==> src/hw/mmu_pkg.sv <==
package mmu_pkg;

    // CP0 register addresses as {register number, select}
    typedef enum logic [7:0] {
        INDEX    = {5'd0, 3'd0},
        ENTRYLO0 = {5'd2, 3'd0},
        ENTRYLO1 = {5'd3, 3'd0},
        BADVADDR = {5'd8, 3'd0},
        COUNT    = {5'd9, 3'd0},
        ENTRYHI  = {5'd10, 3'd0},
        COMPARE  = {5'd11, 3'd0},
        STATUS   = {5'd12, 3'd0},
        CAUSE    = {5'd13, 3'd0},
        EPC      = {5'd14, 3'd0},
        CONFIG   = {5'd16, 3'd0},
        CONFIG1  = {5'd16, 3'd1}
    } cp0_reg_e;

    typedef enum logic [1:0] {
        TLB_NONE,
        TLB_P,
        TLB_R,
        TLB_WI
    } tlb_op_e;

    typedef struct packed {
        logic [18:0] vpn2;
        logic [7:0]  asid;
        logic        g;
        logic [19:0] pfn0;
        logic [2:0]  c0;
        logic        d0;
        logic        v0;
        logic [19:0] pfn1;
        logic [2:0]  c1;
        logic        d1;
        logic        v1;
    } tlb_entry_t;

    // Lookup key made of VPN2 and address space
    typedef struct packed {
        logic [18:0] vpn2;
        logic [7:0]  asid;
    } tlb_key_t;

    typedef struct packed {
        logic [4:0]  exccode;
        logic        bd;
        logic [31:0] epc;
        logic        badvaddr_ena;
        logic [31:0] badvaddr;
    } exc_update_t;

    typedef struct packed {
        logic [31:0] paddr;
        logic        miss;
        logic        invalid;
        logic        dirty;
        logic [2:0]  cache;
    } xlate_result_t;

    localparam int STATUS_IE  = 0;
    localparam int STATUS_EXL = 1;
    localparam int CAUSE_TI   = 30;
    localparam int CAUSE_BD   = 31;

    // TLB related exception codes
    localparam logic [4:0] EXC_MOD  = 5'd1;
    localparam logic [4:0] EXC_TLBL = 5'd2;
    localparam logic [4:0] EXC_TLBS = 5'd3;

    localparam logic [31:0] STATUS_RESET  = 32'h0040_0000;
    // M set, standard TLB, kseg0 cached
    localparam logic [31:0] CONFIG_RESET  = 32'h8000_0083;
    // 16 entries, 2-way 256-set 16B-line caches
    localparam logic [31:0] CONFIG1_RESET = {1'b0, 6'd15, 3'd2, 3'd3, 3'd1,
                                             3'd2, 3'd3, 3'd1, 7'd0};

endpackage
==> src/hw/mmu_top.sv <==
module mmu_top import mmu_pkg::*; #(
    parameter int TLB_ENTRIES = 16,
    localparam int IDX_W = (TLB_ENTRIES > 1) ? $clog2(TLB_ENTRIES) : 1
) (
    input  logic          clk,
    input  logic          rst,
    input  logic          mfc0_ena,
    input  cp0_reg_e      mfc0_addr,
    output logic [31:0]   mfc0_data,
    input  logic          mtc0_ena,
    input  cp0_reg_e      mtc0_addr,
    input  logic [31:0]   mtc0_data,
    input  logic          exc_ena,
    input  exc_update_t   exc,
    input  logic          eret,
    input  logic [5:0]    interrupt,
    output logic          has_int,
    input  tlb_op_e       tlb_op,
    input  logic          lookup_ena,
    input  logic [31:0]   vaddr,
    output logic          lookup_valid,
    output xlate_result_t result,
    output logic [31:0]   epc
);

    logic [31:0]                  index;
    logic [31:0]                  entryhi;
    logic [31:0]                  entrylo0;
    logic [31:0]                  entrylo1;
    logic [TLB_ENTRIES-1:0]       wr_en;
    tlb_entry_t                   wr_entry;
    tlb_key_t                     probe_key;
    tlb_key_t                     xlate_key;
    logic                         xlate_odd;
    logic [11:0]                  xlate_offset;
    logic                         xlate_valid_q;
    logic                         tlbp_done;
    logic                         tlbr_done;
    tlb_entry_t [TLB_ENTRIES-1:0] entries;
    logic [TLB_ENTRIES-1:0]       probe_hits;
    logic [TLB_ENTRIES-1:0]       xlate_hits;
    logic [IDX_W-1:0]             probe_index;
    logic                         probe_miss;
    tlb_entry_t                   rd_entry;

    cp0 #(.TLB_ENTRIES(TLB_ENTRIES)) i_cp0 (
        .clk, .rst, .interrupt,
        .mfc0_ena, .mfc0_addr, .mfc0_data,
        .mtc0_ena, .mtc0_addr, .mtc0_data,
        .exc_ena, .exc, .eret,
        .tlbp_done, .probe_index, .probe_miss, .tlbr_done, .rd_entry,
        .has_int, .epc, .index, .entryhi, .entrylo0, .entrylo1
    );

    tlb_ctrl #(.TLB_ENTRIES(TLB_ENTRIES)) i_tlb_ctrl (
        .clk, .rst, .tlb_op, .lookup_ena, .vaddr,
        .index, .entryhi, .entrylo0, .entrylo1,
        .wr_en, .wr_entry, .probe_key, .xlate_key,
        .xlate_odd, .xlate_offset, .xlate_valid_q, .tlbp_done, .tlbr_done
    );

    for (genvar i = 0; i < TLB_ENTRIES; i++) begin : g_slot
        tlb_entry i_tlb_entry (
            .clk       (clk),
            .rst       (rst),
            .wr_en     (wr_en[i]),
            .wr_entry  (wr_entry),
            .probe_key (probe_key),
            .xlate_key (xlate_key),
            .entry     (entries[i]),
            .probe_hit (probe_hits[i]),
            .xlate_hit (xlate_hits[i])
        );
    end

    tlb_match_sel #(.TLB_ENTRIES(TLB_ENTRIES)) i_tlb_match_sel (
        .entries, .probe_hits, .xlate_hits, .index,
        .xlate_odd, .xlate_offset, .xlate_valid_q,
        .probe_index, .probe_miss, .rd_entry, .lookup_valid, .result
    );

endmodule

==> src/hw/tlb_match_sel.sv <==
module tlb_match_sel import mmu_pkg::*; #(
    parameter int TLB_ENTRIES = 16,
    localparam int IDX_W = (TLB_ENTRIES > 1) ? $clog2(TLB_ENTRIES) : 1
) (
    input  tlb_entry_t [TLB_ENTRIES-1:0] entries,
    input  logic [TLB_ENTRIES-1:0]       probe_hits,
    input  logic [TLB_ENTRIES-1:0]       xlate_hits,
    input  logic [31:0]                  index,
    input  logic                         xlate_odd,
    input  logic [11:0]                  xlate_offset,
    input  logic                         xlate_valid_q,
    output logic [IDX_W-1:0]             probe_index,
    output logic                         probe_miss,
    output tlb_entry_t                   rd_entry,
    output logic                         lookup_valid,
    output xlate_result_t                result
);

    logic [IDX_W-1:0] xlate_index;
    tlb_entry_t       hit_entry;

    // Lowest-numbered set bit wins
    function automatic logic [IDX_W-1:0] lowest_hit(logic [TLB_ENTRIES-1:0] hits);
        logic [IDX_W-1:0] idx;
        idx = '0;
        for (int i = TLB_ENTRIES - 1; i >= 0; i--) begin
            if (hits[i]) begin
                idx = IDX_W'(i);
            end
        end
        return idx;
    endfunction

    assign probe_index = lowest_hit(probe_hits);
    assign probe_miss  = ~|probe_hits;
    assign rd_entry    = entries[index[IDX_W-1:0]];

    assign xlate_index  = lowest_hit(xlate_hits);
    assign hit_entry    = entries[xlate_index];
    assign lookup_valid = xlate_valid_q;

    always_comb begin
        result.miss = ~|xlate_hits;
        if (xlate_odd) begin
            result.paddr   = {hit_entry.pfn1, xlate_offset};
            result.invalid = ~result.miss & ~hit_entry.v1;
            result.dirty   = hit_entry.d1;
            result.cache   = hit_entry.c1;
        end else begin
            result.paddr   = {hit_entry.pfn0, xlate_offset};
            result.invalid = ~result.miss & ~hit_entry.v0;
            result.dirty   = hit_entry.d0;
            result.cache   = hit_entry.c0;
        end
    end

endmodule

==> src/hw/tlb_ctrl.sv <==
module tlb_ctrl import mmu_pkg::*; #(
    parameter int TLB_ENTRIES = 16,
    localparam int IDX_W = (TLB_ENTRIES > 1) ? $clog2(TLB_ENTRIES) : 1
) (
    input  logic                   clk,
    input  logic                   rst,
    input  tlb_op_e                tlb_op,
    input  logic                   lookup_ena,
    input  logic [31:0]            vaddr,
    input  logic [31:0]            index,
    input  logic [31:0]            entryhi,
    input  logic [31:0]            entrylo0,
    input  logic [31:0]            entrylo1,
    output logic [TLB_ENTRIES-1:0] wr_en,
    output tlb_entry_t             wr_entry,
    output tlb_key_t               probe_key,
    output tlb_key_t               xlate_key,
    output logic                   xlate_odd,
    output logic [11:0]            xlate_offset,
    output logic                   xlate_valid_q,
    output logic                   tlbp_done,
    output logic                   tlbr_done
);

    logic [31:0] vaddr_q;

    // EntryLo layout is PFN 25:6, C 5:3, D 2, V 1, G 0
    always_comb begin
        wr_entry.vpn2 = entryhi[31:13];
        wr_entry.asid = entryhi[7:0];
        wr_entry.g    = entrylo0[0] & entrylo1[0];
        wr_entry.pfn0 = entrylo0[25:6];
        wr_entry.c0   = entrylo0[5:3];
        wr_entry.d0   = entrylo0[2];
        wr_entry.v0   = entrylo0[1];
        wr_entry.pfn1 = entrylo1[25:6];
        wr_entry.c1   = entrylo1[5:3];
        wr_entry.d1   = entrylo1[2];
        wr_entry.v1   = entrylo1[1];
    end

    always_comb begin
        wr_en = '0;
        if (tlb_op == TLB_WI) begin
            wr_en[index[IDX_W-1:0]] = 1'b1;
        end
    end

    assign tlbp_done = (tlb_op == TLB_P);
    assign tlbr_done = (tlb_op == TLB_R);

    // Translation stage register
    always_ff @(posedge clk) begin
        if (rst) begin
            xlate_valid_q <= 1'b0;
        end else begin
            xlate_valid_q <= lookup_ena;
        end
    end

    always_ff @(posedge clk) begin
        if (lookup_ena) begin
            vaddr_q <= vaddr;
        end
    end

    assign xlate_odd    = vaddr_q[12];
    assign xlate_offset = vaddr_q[11:0];

    assign probe_key.vpn2 = entryhi[31:13];
    assign probe_key.asid = entryhi[7:0];
    assign xlate_key.vpn2 = vaddr_q[31:13];
    assign xlate_key.asid = entryhi[7:0];

endmodule

==> src/hw/tlb_entry.sv <==
module tlb_entry import mmu_pkg::*; (
    input  logic       clk,
    input  logic       rst,
    input  logic       wr_en,
    input  tlb_entry_t wr_entry,
    input  tlb_key_t   probe_key,
    input  tlb_key_t   xlate_key,
    output tlb_entry_t entry,
    output logic       probe_hit,
    output logic       xlate_hit
);

    tlb_entry_t entry_q;

    // Global entries ignore the ASID
    function automatic logic key_hit(tlb_entry_t e, tlb_key_t key);
        logic vpn_eq;
        logic asid_eq;
        vpn_eq  = (e.vpn2 == key.vpn2);
        asid_eq = (e.asid == key.asid);
        return vpn_eq && (e.g || asid_eq);
    endfunction

    always_ff @(posedge clk) begin
        if (rst) begin
            entry_q <= '0;
        end else if (wr_en) begin
            entry_q <= wr_entry;
        end
    end

    assign entry     = entry_q;
    assign probe_hit = key_hit(entry_q, probe_key);
    assign xlate_hit = key_hit(entry_q, xlate_key);

endmodule

==> src/hw/cp0.sv <==
module cp0 import mmu_pkg::*; #(
    parameter int TLB_ENTRIES = 16,
    localparam int IDX_W = (TLB_ENTRIES > 1) ? $clog2(TLB_ENTRIES) : 1
) (
    input  logic             clk,
    input  logic             rst,
    input  logic [5:0]       interrupt,

    input  logic             mfc0_ena,
    input  cp0_reg_e         mfc0_addr,
    output logic [31:0]      mfc0_data,

    input  logic             mtc0_ena,
    input  cp0_reg_e         mtc0_addr,
    input  logic [31:0]      mtc0_data,

    input  logic             exc_ena,
    input  exc_update_t      exc,
    input  logic             eret,

    input  logic             tlbp_done,
    input  logic [IDX_W-1:0] probe_index,
    input  logic             probe_miss,
    input  logic             tlbr_done,
    input  tlb_entry_t       rd_entry,

    output logic             has_int,
    output logic [31:0]      epc,
    output logic [31:0]      index,
    output logic [31:0]      entryhi,
    output logic [31:0]      entrylo0,
    output logic [31:0]      entrylo1
);

    // MMU size field reflects the actual TLB depth
    localparam logic [31:0] CONFIG1_VAL = {CONFIG1_RESET[31], 6'(TLB_ENTRIES - 1),
                                           CONFIG1_RESET[24:0]};

    logic [31:0] index_q;
    logic [31:0] entryhi_q;
    logic [31:0] entrylo0_q;
    logic [31:0] entrylo1_q;
    logic [31:0] badvaddr_q;
    logic [32:0] count_q;
    logic [31:0] compare_q;
    logic [31:0] status_q;
    logic [31:0] cause_q;
    logic [31:0] epc_q;
    logic [31:0] config_q;
    logic        exc_is_tlb;

    assign exc_is_tlb = (exc.exccode == EXC_MOD) || (exc.exccode == EXC_TLBL) ||
                        (exc.exccode == EXC_TLBS);

    assign epc      = epc_q;
    assign index    = index_q;
    assign entryhi  = entryhi_q;
    assign entrylo0 = entrylo0_q;
    assign entrylo1 = entrylo1_q;

    assign has_int = (|(cause_q[15:8] & status_q[15:8])) & status_q[STATUS_IE] &
                     ~status_q[STATUS_EXL];

    always_ff @(posedge clk) begin
        if (rst) begin
            index_q   <= '0;
            entryhi_q <= '0;
            count_q   <= '0;
            compare_q <= '0;
            status_q  <= STATUS_RESET;
            cause_q   <= '0;
            config_q  <= CONFIG_RESET;
        end else begin
            count_q        <= count_q + 33'd1;
            // IP7 shares the timer with hardware line 5
            cause_q[15:10] <= {cause_q[CAUSE_TI] | interrupt[5], interrupt[4:0]};

            if (compare_q != '0 && count_q[32:1] == compare_q) begin
                cause_q[CAUSE_TI] <= 1'b1;
            end

            if (eret) begin
                status_q[STATUS_EXL] <= 1'b0;
            end

            if (mtc0_ena) begin
                case (mtc0_addr)
                    INDEX:   index_q <= 32'(mtc0_data[IDX_W-1:0]);
                    ENTRYHI: entryhi_q <= {mtc0_data[31:13], 5'h0, mtc0_data[7:0]};
                    COUNT:   count_q <= {mtc0_data, 1'b0};
                    COMPARE: begin
                        compare_q         <= mtc0_data;
                        cause_q[CAUSE_TI] <= 1'b0;
                    end
                    STATUS: begin
                        status_q[15:8]       <= mtc0_data[15:8];
                        status_q[STATUS_EXL] <= mtc0_data[STATUS_EXL];
                        status_q[STATUS_IE]  <= mtc0_data[STATUS_IE];
                    end
                    CAUSE:   cause_q[9:8] <= mtc0_data[9:8];
                    CONFIG:  config_q[2:0] <= mtc0_data[2:0];
                    default: ;
                endcase
            end

            if (tlbp_done) begin
                index_q <= probe_miss ? 32'h8000_0000 : 32'(probe_index);
            end

            if (tlbr_done) begin
                entryhi_q <= {rd_entry.vpn2, 5'h0, rd_entry.asid};
            end

            if (exc_ena) begin
                cause_q[6:2]         <= exc.exccode;
                cause_q[CAUSE_BD]    <= exc.bd;
                status_q[STATUS_EXL] <= 1'b1;
                if (exc_is_tlb) begin
                    entryhi_q[31:13] <= exc.badvaddr[31:13];
                end
            end
        end
    end

    always_ff @(posedge clk) begin
        if (mtc0_ena && mtc0_addr == ENTRYLO0) begin
            entrylo0_q <= {6'h0, mtc0_data[25:0]};
        end
        if (mtc0_ena && mtc0_addr == ENTRYLO1) begin
            entrylo1_q <= {6'h0, mtc0_data[25:0]};
        end
        if (tlbr_done) begin
            entrylo0_q <= {6'h0, rd_entry.pfn0, rd_entry.c0, rd_entry.d0, rd_entry.v0,
                           rd_entry.g};
            entrylo1_q <= {6'h0, rd_entry.pfn1, rd_entry.c1, rd_entry.d1, rd_entry.v1,
                           rd_entry.g};
        end
        if (mtc0_ena && mtc0_addr == EPC) begin
            epc_q <= mtc0_data;
        end
        if (exc_ena) begin
            epc_q <= exc.epc;
            if (exc.badvaddr_ena) begin
                badvaddr_q <= exc.badvaddr;
            end
        end
    end

    always_comb begin
        mfc0_data = '0;
        if (mfc0_ena) begin
            if (mtc0_ena && mtc0_addr == mfc0_addr) begin
                mfc0_data = mtc0_data;
            end else begin
                case (mfc0_addr)
                    INDEX:    mfc0_data = index_q;
                    ENTRYLO0: mfc0_data = entrylo0_q;
                    ENTRYLO1: mfc0_data = entrylo1_q;
                    BADVADDR: mfc0_data = badvaddr_q;
                    COUNT:    mfc0_data = count_q[32:1];
                    ENTRYHI:  mfc0_data = entryhi_q;
                    COMPARE:  mfc0_data = compare_q;
                    STATUS:   mfc0_data = status_q;
                    CAUSE:    mfc0_data = cause_q;
                    EPC:      mfc0_data = epc_q;
                    CONFIG:   mfc0_data = config_q;
                    CONFIG1:  mfc0_data = CONFIG1_VAL;
                    default:  mfc0_data = '0;
                endcase
            end
        end
    end

endmodule

==> config.mk <==
export PLATFORM = sky130hd
export DESIGN_NAME = mmu_top
export DESIGN_NICKNAME = d
export VERILOG_FILES = /design/src/hw/mmu_pkg.sv /design/src/hw/mmu_top.sv /design/src/hw/tlb_match_sel.sv /design/src/hw/tlb_ctrl.sv /design/src/hw/tlb_entry.sv /design/src/hw/cp0.sv
export SDC_FILE = /design/constraint.sdc
export NUM_CORES = 2
export LEC_CHECK = 0
export BUFFER_PORTS_ARGS = -buffer_cell sky130_fd_sc_hd__clkbuf_2
export CELL_PAD_IN_SITES_DETAIL_PLACEMENT = 1
export CELL_PAD_IN_SITES_GLOBAL_PLACEMENT = 2
export CORE_ASPECT_RATIO = 0.75
export CORE_UTILIZATION = 42
export CTS_CLUSTER_SIZE = 16
export DETAILED_ROUTE_END_ITERATION = 10
export GPL_ROUTABILITY_DRIVEN = 0
export PLACE_DENSITY_LB_ADDON = 0.1
export SYNTH_ARGS = -nofsm -noshare
export SYNTH_HDL_FRONTEND = slang
export SYNTH_HIERARCHICAL = 1
export SYNTH_SLANG_ARGS = --single-unit
==> constraint.sdc <==
create_clock -name clk -period 4.7 [get_ports clk]
set_input_delay 0.235 -clock clk [delete_from_list [all_inputs] [get_ports clk]]
set_output_delay 0.235 -clock clk [all_outputs]
set_load 0.05 [all_outputs]
==> summary.txt <==
Status
  – Status: finished with violations
  – Failing checks: setup timing

Detailed routing
  – Post-Route WL: 406000 um
  – Via count: between 70000 and 80000
  – DR vias/cell: ~6.4
  – Number of remaining DRC errors: 0
  – Iteration-0 DRC Markers: ~9400
  – Routed len/inst: about 33 um
  – Drt first pass iters: 6
  – Antenna Violating Nets Remaining: 0

Clock network
  – CTS sink count: 1522
  – H-tree depth: 4
  – Cts bufs inserted: around 180
  – CTS Root Cell: clkbuf_16
  – Worst-skew pair later-pin latency: about 850 ps
  – TritonCTS clock tree: yes
  – Clk buf depth: 4
  – CTS clk-pin slew, worst paths: around 60 ps

Floorplanning
  – Chip Height: 394 um
  – Die width: 525 um
  – I/O pin count: 270
  – Die Area: between 200000 and 250000 um^2
  – Initial core utilization: 0.424
  – Num rows: 143
  – Core Region: between 200000 and 250000 um^2

Timing
  – Crit path time final: roughly 5800 ps
  – Final WS setup: -1100 ps
  – Max_slew headroom: 0.0533
  – Fmax achieved: 172 MHz
  – Clock skew: around 43 ps
  – Worst-margin pin slew: ~1400 ps
  – Fin crit share: 1.23
  – Max Slew Vio Count: 0
  – Final setup vio count: 25
  – Unrepaired setup endpoints after global routing: true
  – Final Hold Violating Endpoints: 0
  – Fin Hold WS: between 70 and 80 ps

Pwr
  – NetSw: 8.82 mW
  – Sw frac: 0.280
  – Sequential power share: 0.434
  – LEAKAGE: ~40 nW
  – Logic pwr share: 0.118
  – Power Total: 31.5 mW
  – Clk pwr share: 0.448
  – Pwr per Cell Area: approximately 300 nW/um^2
  – Int Power: approximately 23 mW
  – Worst vdd ir: approximately 0.24 mV

Global route
  – Initial antenna violation count: 36
  – Largest net degree at the start of global routing: ~180
  – Tot GR Track Use: 0.377
  – Grt total ovfl: 0
  – Vias in the first global route: around 76000
  – First-pass GRT wire length: around 570000 um

Synth
  – Synth Net Count: between 8000 and 9000
  – Synthesized area: about 86000 um^2
  – Yosys warning total: 6
  – Synth Instances: 8663
  – Avg Cell Area, Syn: 9.94 um^2

Cells and area
  – Post-route cell area: approximately 110000 um^2
  – Nets: between 9000 and 10000
  – Layout Cells excl Fill: about 12000
  – Synth-to-Final Area Change: 23.1%
  – Share of cells above drive strength 1: 0.234

Run
  – Max Cap Viol: 0

Setup path
  – Max incr delay on CP: 640 ps
  – Worst-path maximum fanout: 5
  – Worst setup path class: reg2out
  – CP endpoint kind: primary output
  – Kind of cell adding the most delay to the critical path: simple AND/OR/NAND/NOR gates
  – Crit path launch type: flop
  – Most frequent CP cell: buf_4
  – CP cell instances: buf_6, buf_4, xor2_4, nor4_4, buf_4, nand4_1, buf_4, nor3_4, buf_4, or4_4, buf_4, nor2_4, nand2_1, buf_4, buf_4, nor3_1, buf_4, a32oi_1, o211ai_1, nor4_4, buf_12
  – Slowest-stage cell, CP: nor4_4
  – Worst endpoint required time: around 4500 ps
  – CP bufs+invs: 10
  – FF-to-FF setup slack: about 160 ps
  – Arrival @ worst endpoint: between 5000 and 6000 ps

Placement
  – Dpl cells: between 10000 and 15000
  – DP Area: 93800 um^2
  – Placement Setup Slack: -1080 ps
  – I/O Buffers: roughly 270
  – DP HPWL: 270000 um

Min path
  – Worst Hold Class: in2reg
==> power groups by stage <==
| stage | Combinational [mW] | Sequential, mW | Clock (mW) |
|---|---|---|---|
| final | 3.71 | 13.7 | 14.1 |
| after global routing | 3.81 | 13.7 | 14.8 |
| after CTS | 3.55 | 13.7 | 14.3 |
| after detailed placement | 3.31 | 14.0 | 0 |
| after global placement | 3.28 | 14.0 | 0 |
| after floorplan | 1.87 | 13.8 | 0 |
==> metal layers <==
layer / track usage / vias to the layer above / share of wire
met4: 0.121 / 18 / 0.036
met1: 0.557 / 39700 / 0.44
li1: - / 32500 / -
met3: 0.104 / 740 / 0.12
met2: 0.524 / 4261 / 0.40
met5: 0 / - / 0.00031
==> placed cells by master, fill, tap and decap left out, types with 19 or more instances in the layout <==
| cell type | n |
|---|---|
| clkinv_2 | 24 |
| mux2_2 | 64 |
| clkbuf_8 | 35 |
| nor3_4 | 21 |
| nor2_1 | 1357 |
| a211o_1 | 29 |
| dfxtp_1 | 1352 |
| nand3_2 | 33 |
| nand4_1 | 88 |
| nor3_1 | 21 |
| and3_1 | 90 |
| buf_4 | 525 |
| o2111ai_4 | 19 |
| xor2_1 | 759 |
| o21ai_0 | 138 |
| inv_1 | 19 |
| nor4_1 | 171 |
| o2bb2ai_1 | 38 |
| nor4_2 | 33 |
| xnor2_1 | 146 |
| nor2b_1 | 31 |
| mux2i_1 | 1325 |
| a21oi_1 | 90 |
| buf_12 | 193 |
| edfxtp_1 | 148 |
| clkbuf_16 | 187 |
| dlygate4sd3_1 | 153 |
| buf_16 | 20 |
| clkbuf_1 | 37 |
| nor3_2 | 29 |
| mux4_2 | 392 |
| nor4_4 | 33 |
| nand2_1 | 275 |
| a31oi_1 | 41 |
| clkbuf_2 | 243 |
| a211oi_1 | 77 |
| a32oi_1 | 37 |
| a22oi_1 | 22 |
| buf_6 | 95 |
| nand3_1 | 590 |
==> worst reg2reg max path, cell delays in order (launching register included) <==
cell	delay [ps]
dfxtp_1	680
buf_12	290
xor2_1	130
nor4_2	460
buf_4	270
nand4_1	210
nor3_2	330
a21oi_1	130
o21bai_1	160
a21oi_1	90
o21bai_1	280
a21oi_1	190
o41ai_1	650
buf_4	240
a21oi_1	60
nor2_1	90
a21oi_1	60
nor2_1	120
==> path summary, 6_finish.rpt <==
path                                        startpoint                end  cells past startpoint
worst max-delay path            i_tlb_ctrl/vaddr_q[20]          result[0]                     21
worst max register to register       i_cp0/entryhi[13]     i_cp0/index[0]                     17
worst min register to register       i_cp0/config_q[1]  i_cp0/config_q[1]                      1
worst min-delay path                      mtc0_addr[3]   i_cp0/cause_q[8]                      5
==> state kept, by name, summed over array words and instances, names as in the netlist <==
name and count:
g_slot.i_tlb_entry/entry 1248, i_cp0/badvaddr_q 32, i_cp0/cause_q 15, i_cp0/compare_q 32, i_cp0/config_q 3, i_cp0/count_q 33
i_cp0/entryhi 27, i_cp0/entrylo0 26, i_cp0/entrylo1 26, i_cp0/epc 32, i_cp0/index 5, i_cp0/status_q 10
i_tlb_ctrl/vaddr_q 32, i_tlb_ctrl/xlate_valid_q 1
==> timing repair <==
action	in CTS	in global routing
gates resized for setup	375	185
setup endpoints to repair	26	27
endpoints found under the hold margin	289	0
gates cloned	16	6
pin swaps	109	106
hold buffers	153	0
buffers inserted	133	81
==> stage by stage <==
step | util | setup TNS [ps]
5_1_grt | 0.522 | -25370
2_1_floorplan | - | 0
6_report | 0.522 | -23470
4_1_cts | 0.514 | -20150
3_5_place_dp | 0.461 | -16050
3_3_place_gp | 0.461 | -15220
==> cell type report <==
type	count	area (um^2)
well taps	2682	3360
diodes	7	17.5
fillers	21800	97200
inverters	22	82.6
clock buffers	253	5140
multi-input cells	6329	52200
clock inverters	57	574
flip-flops and latches	1522	32000
repair buffers	1255	12700
Note: power is estimated with default switching activity, not from simulation.
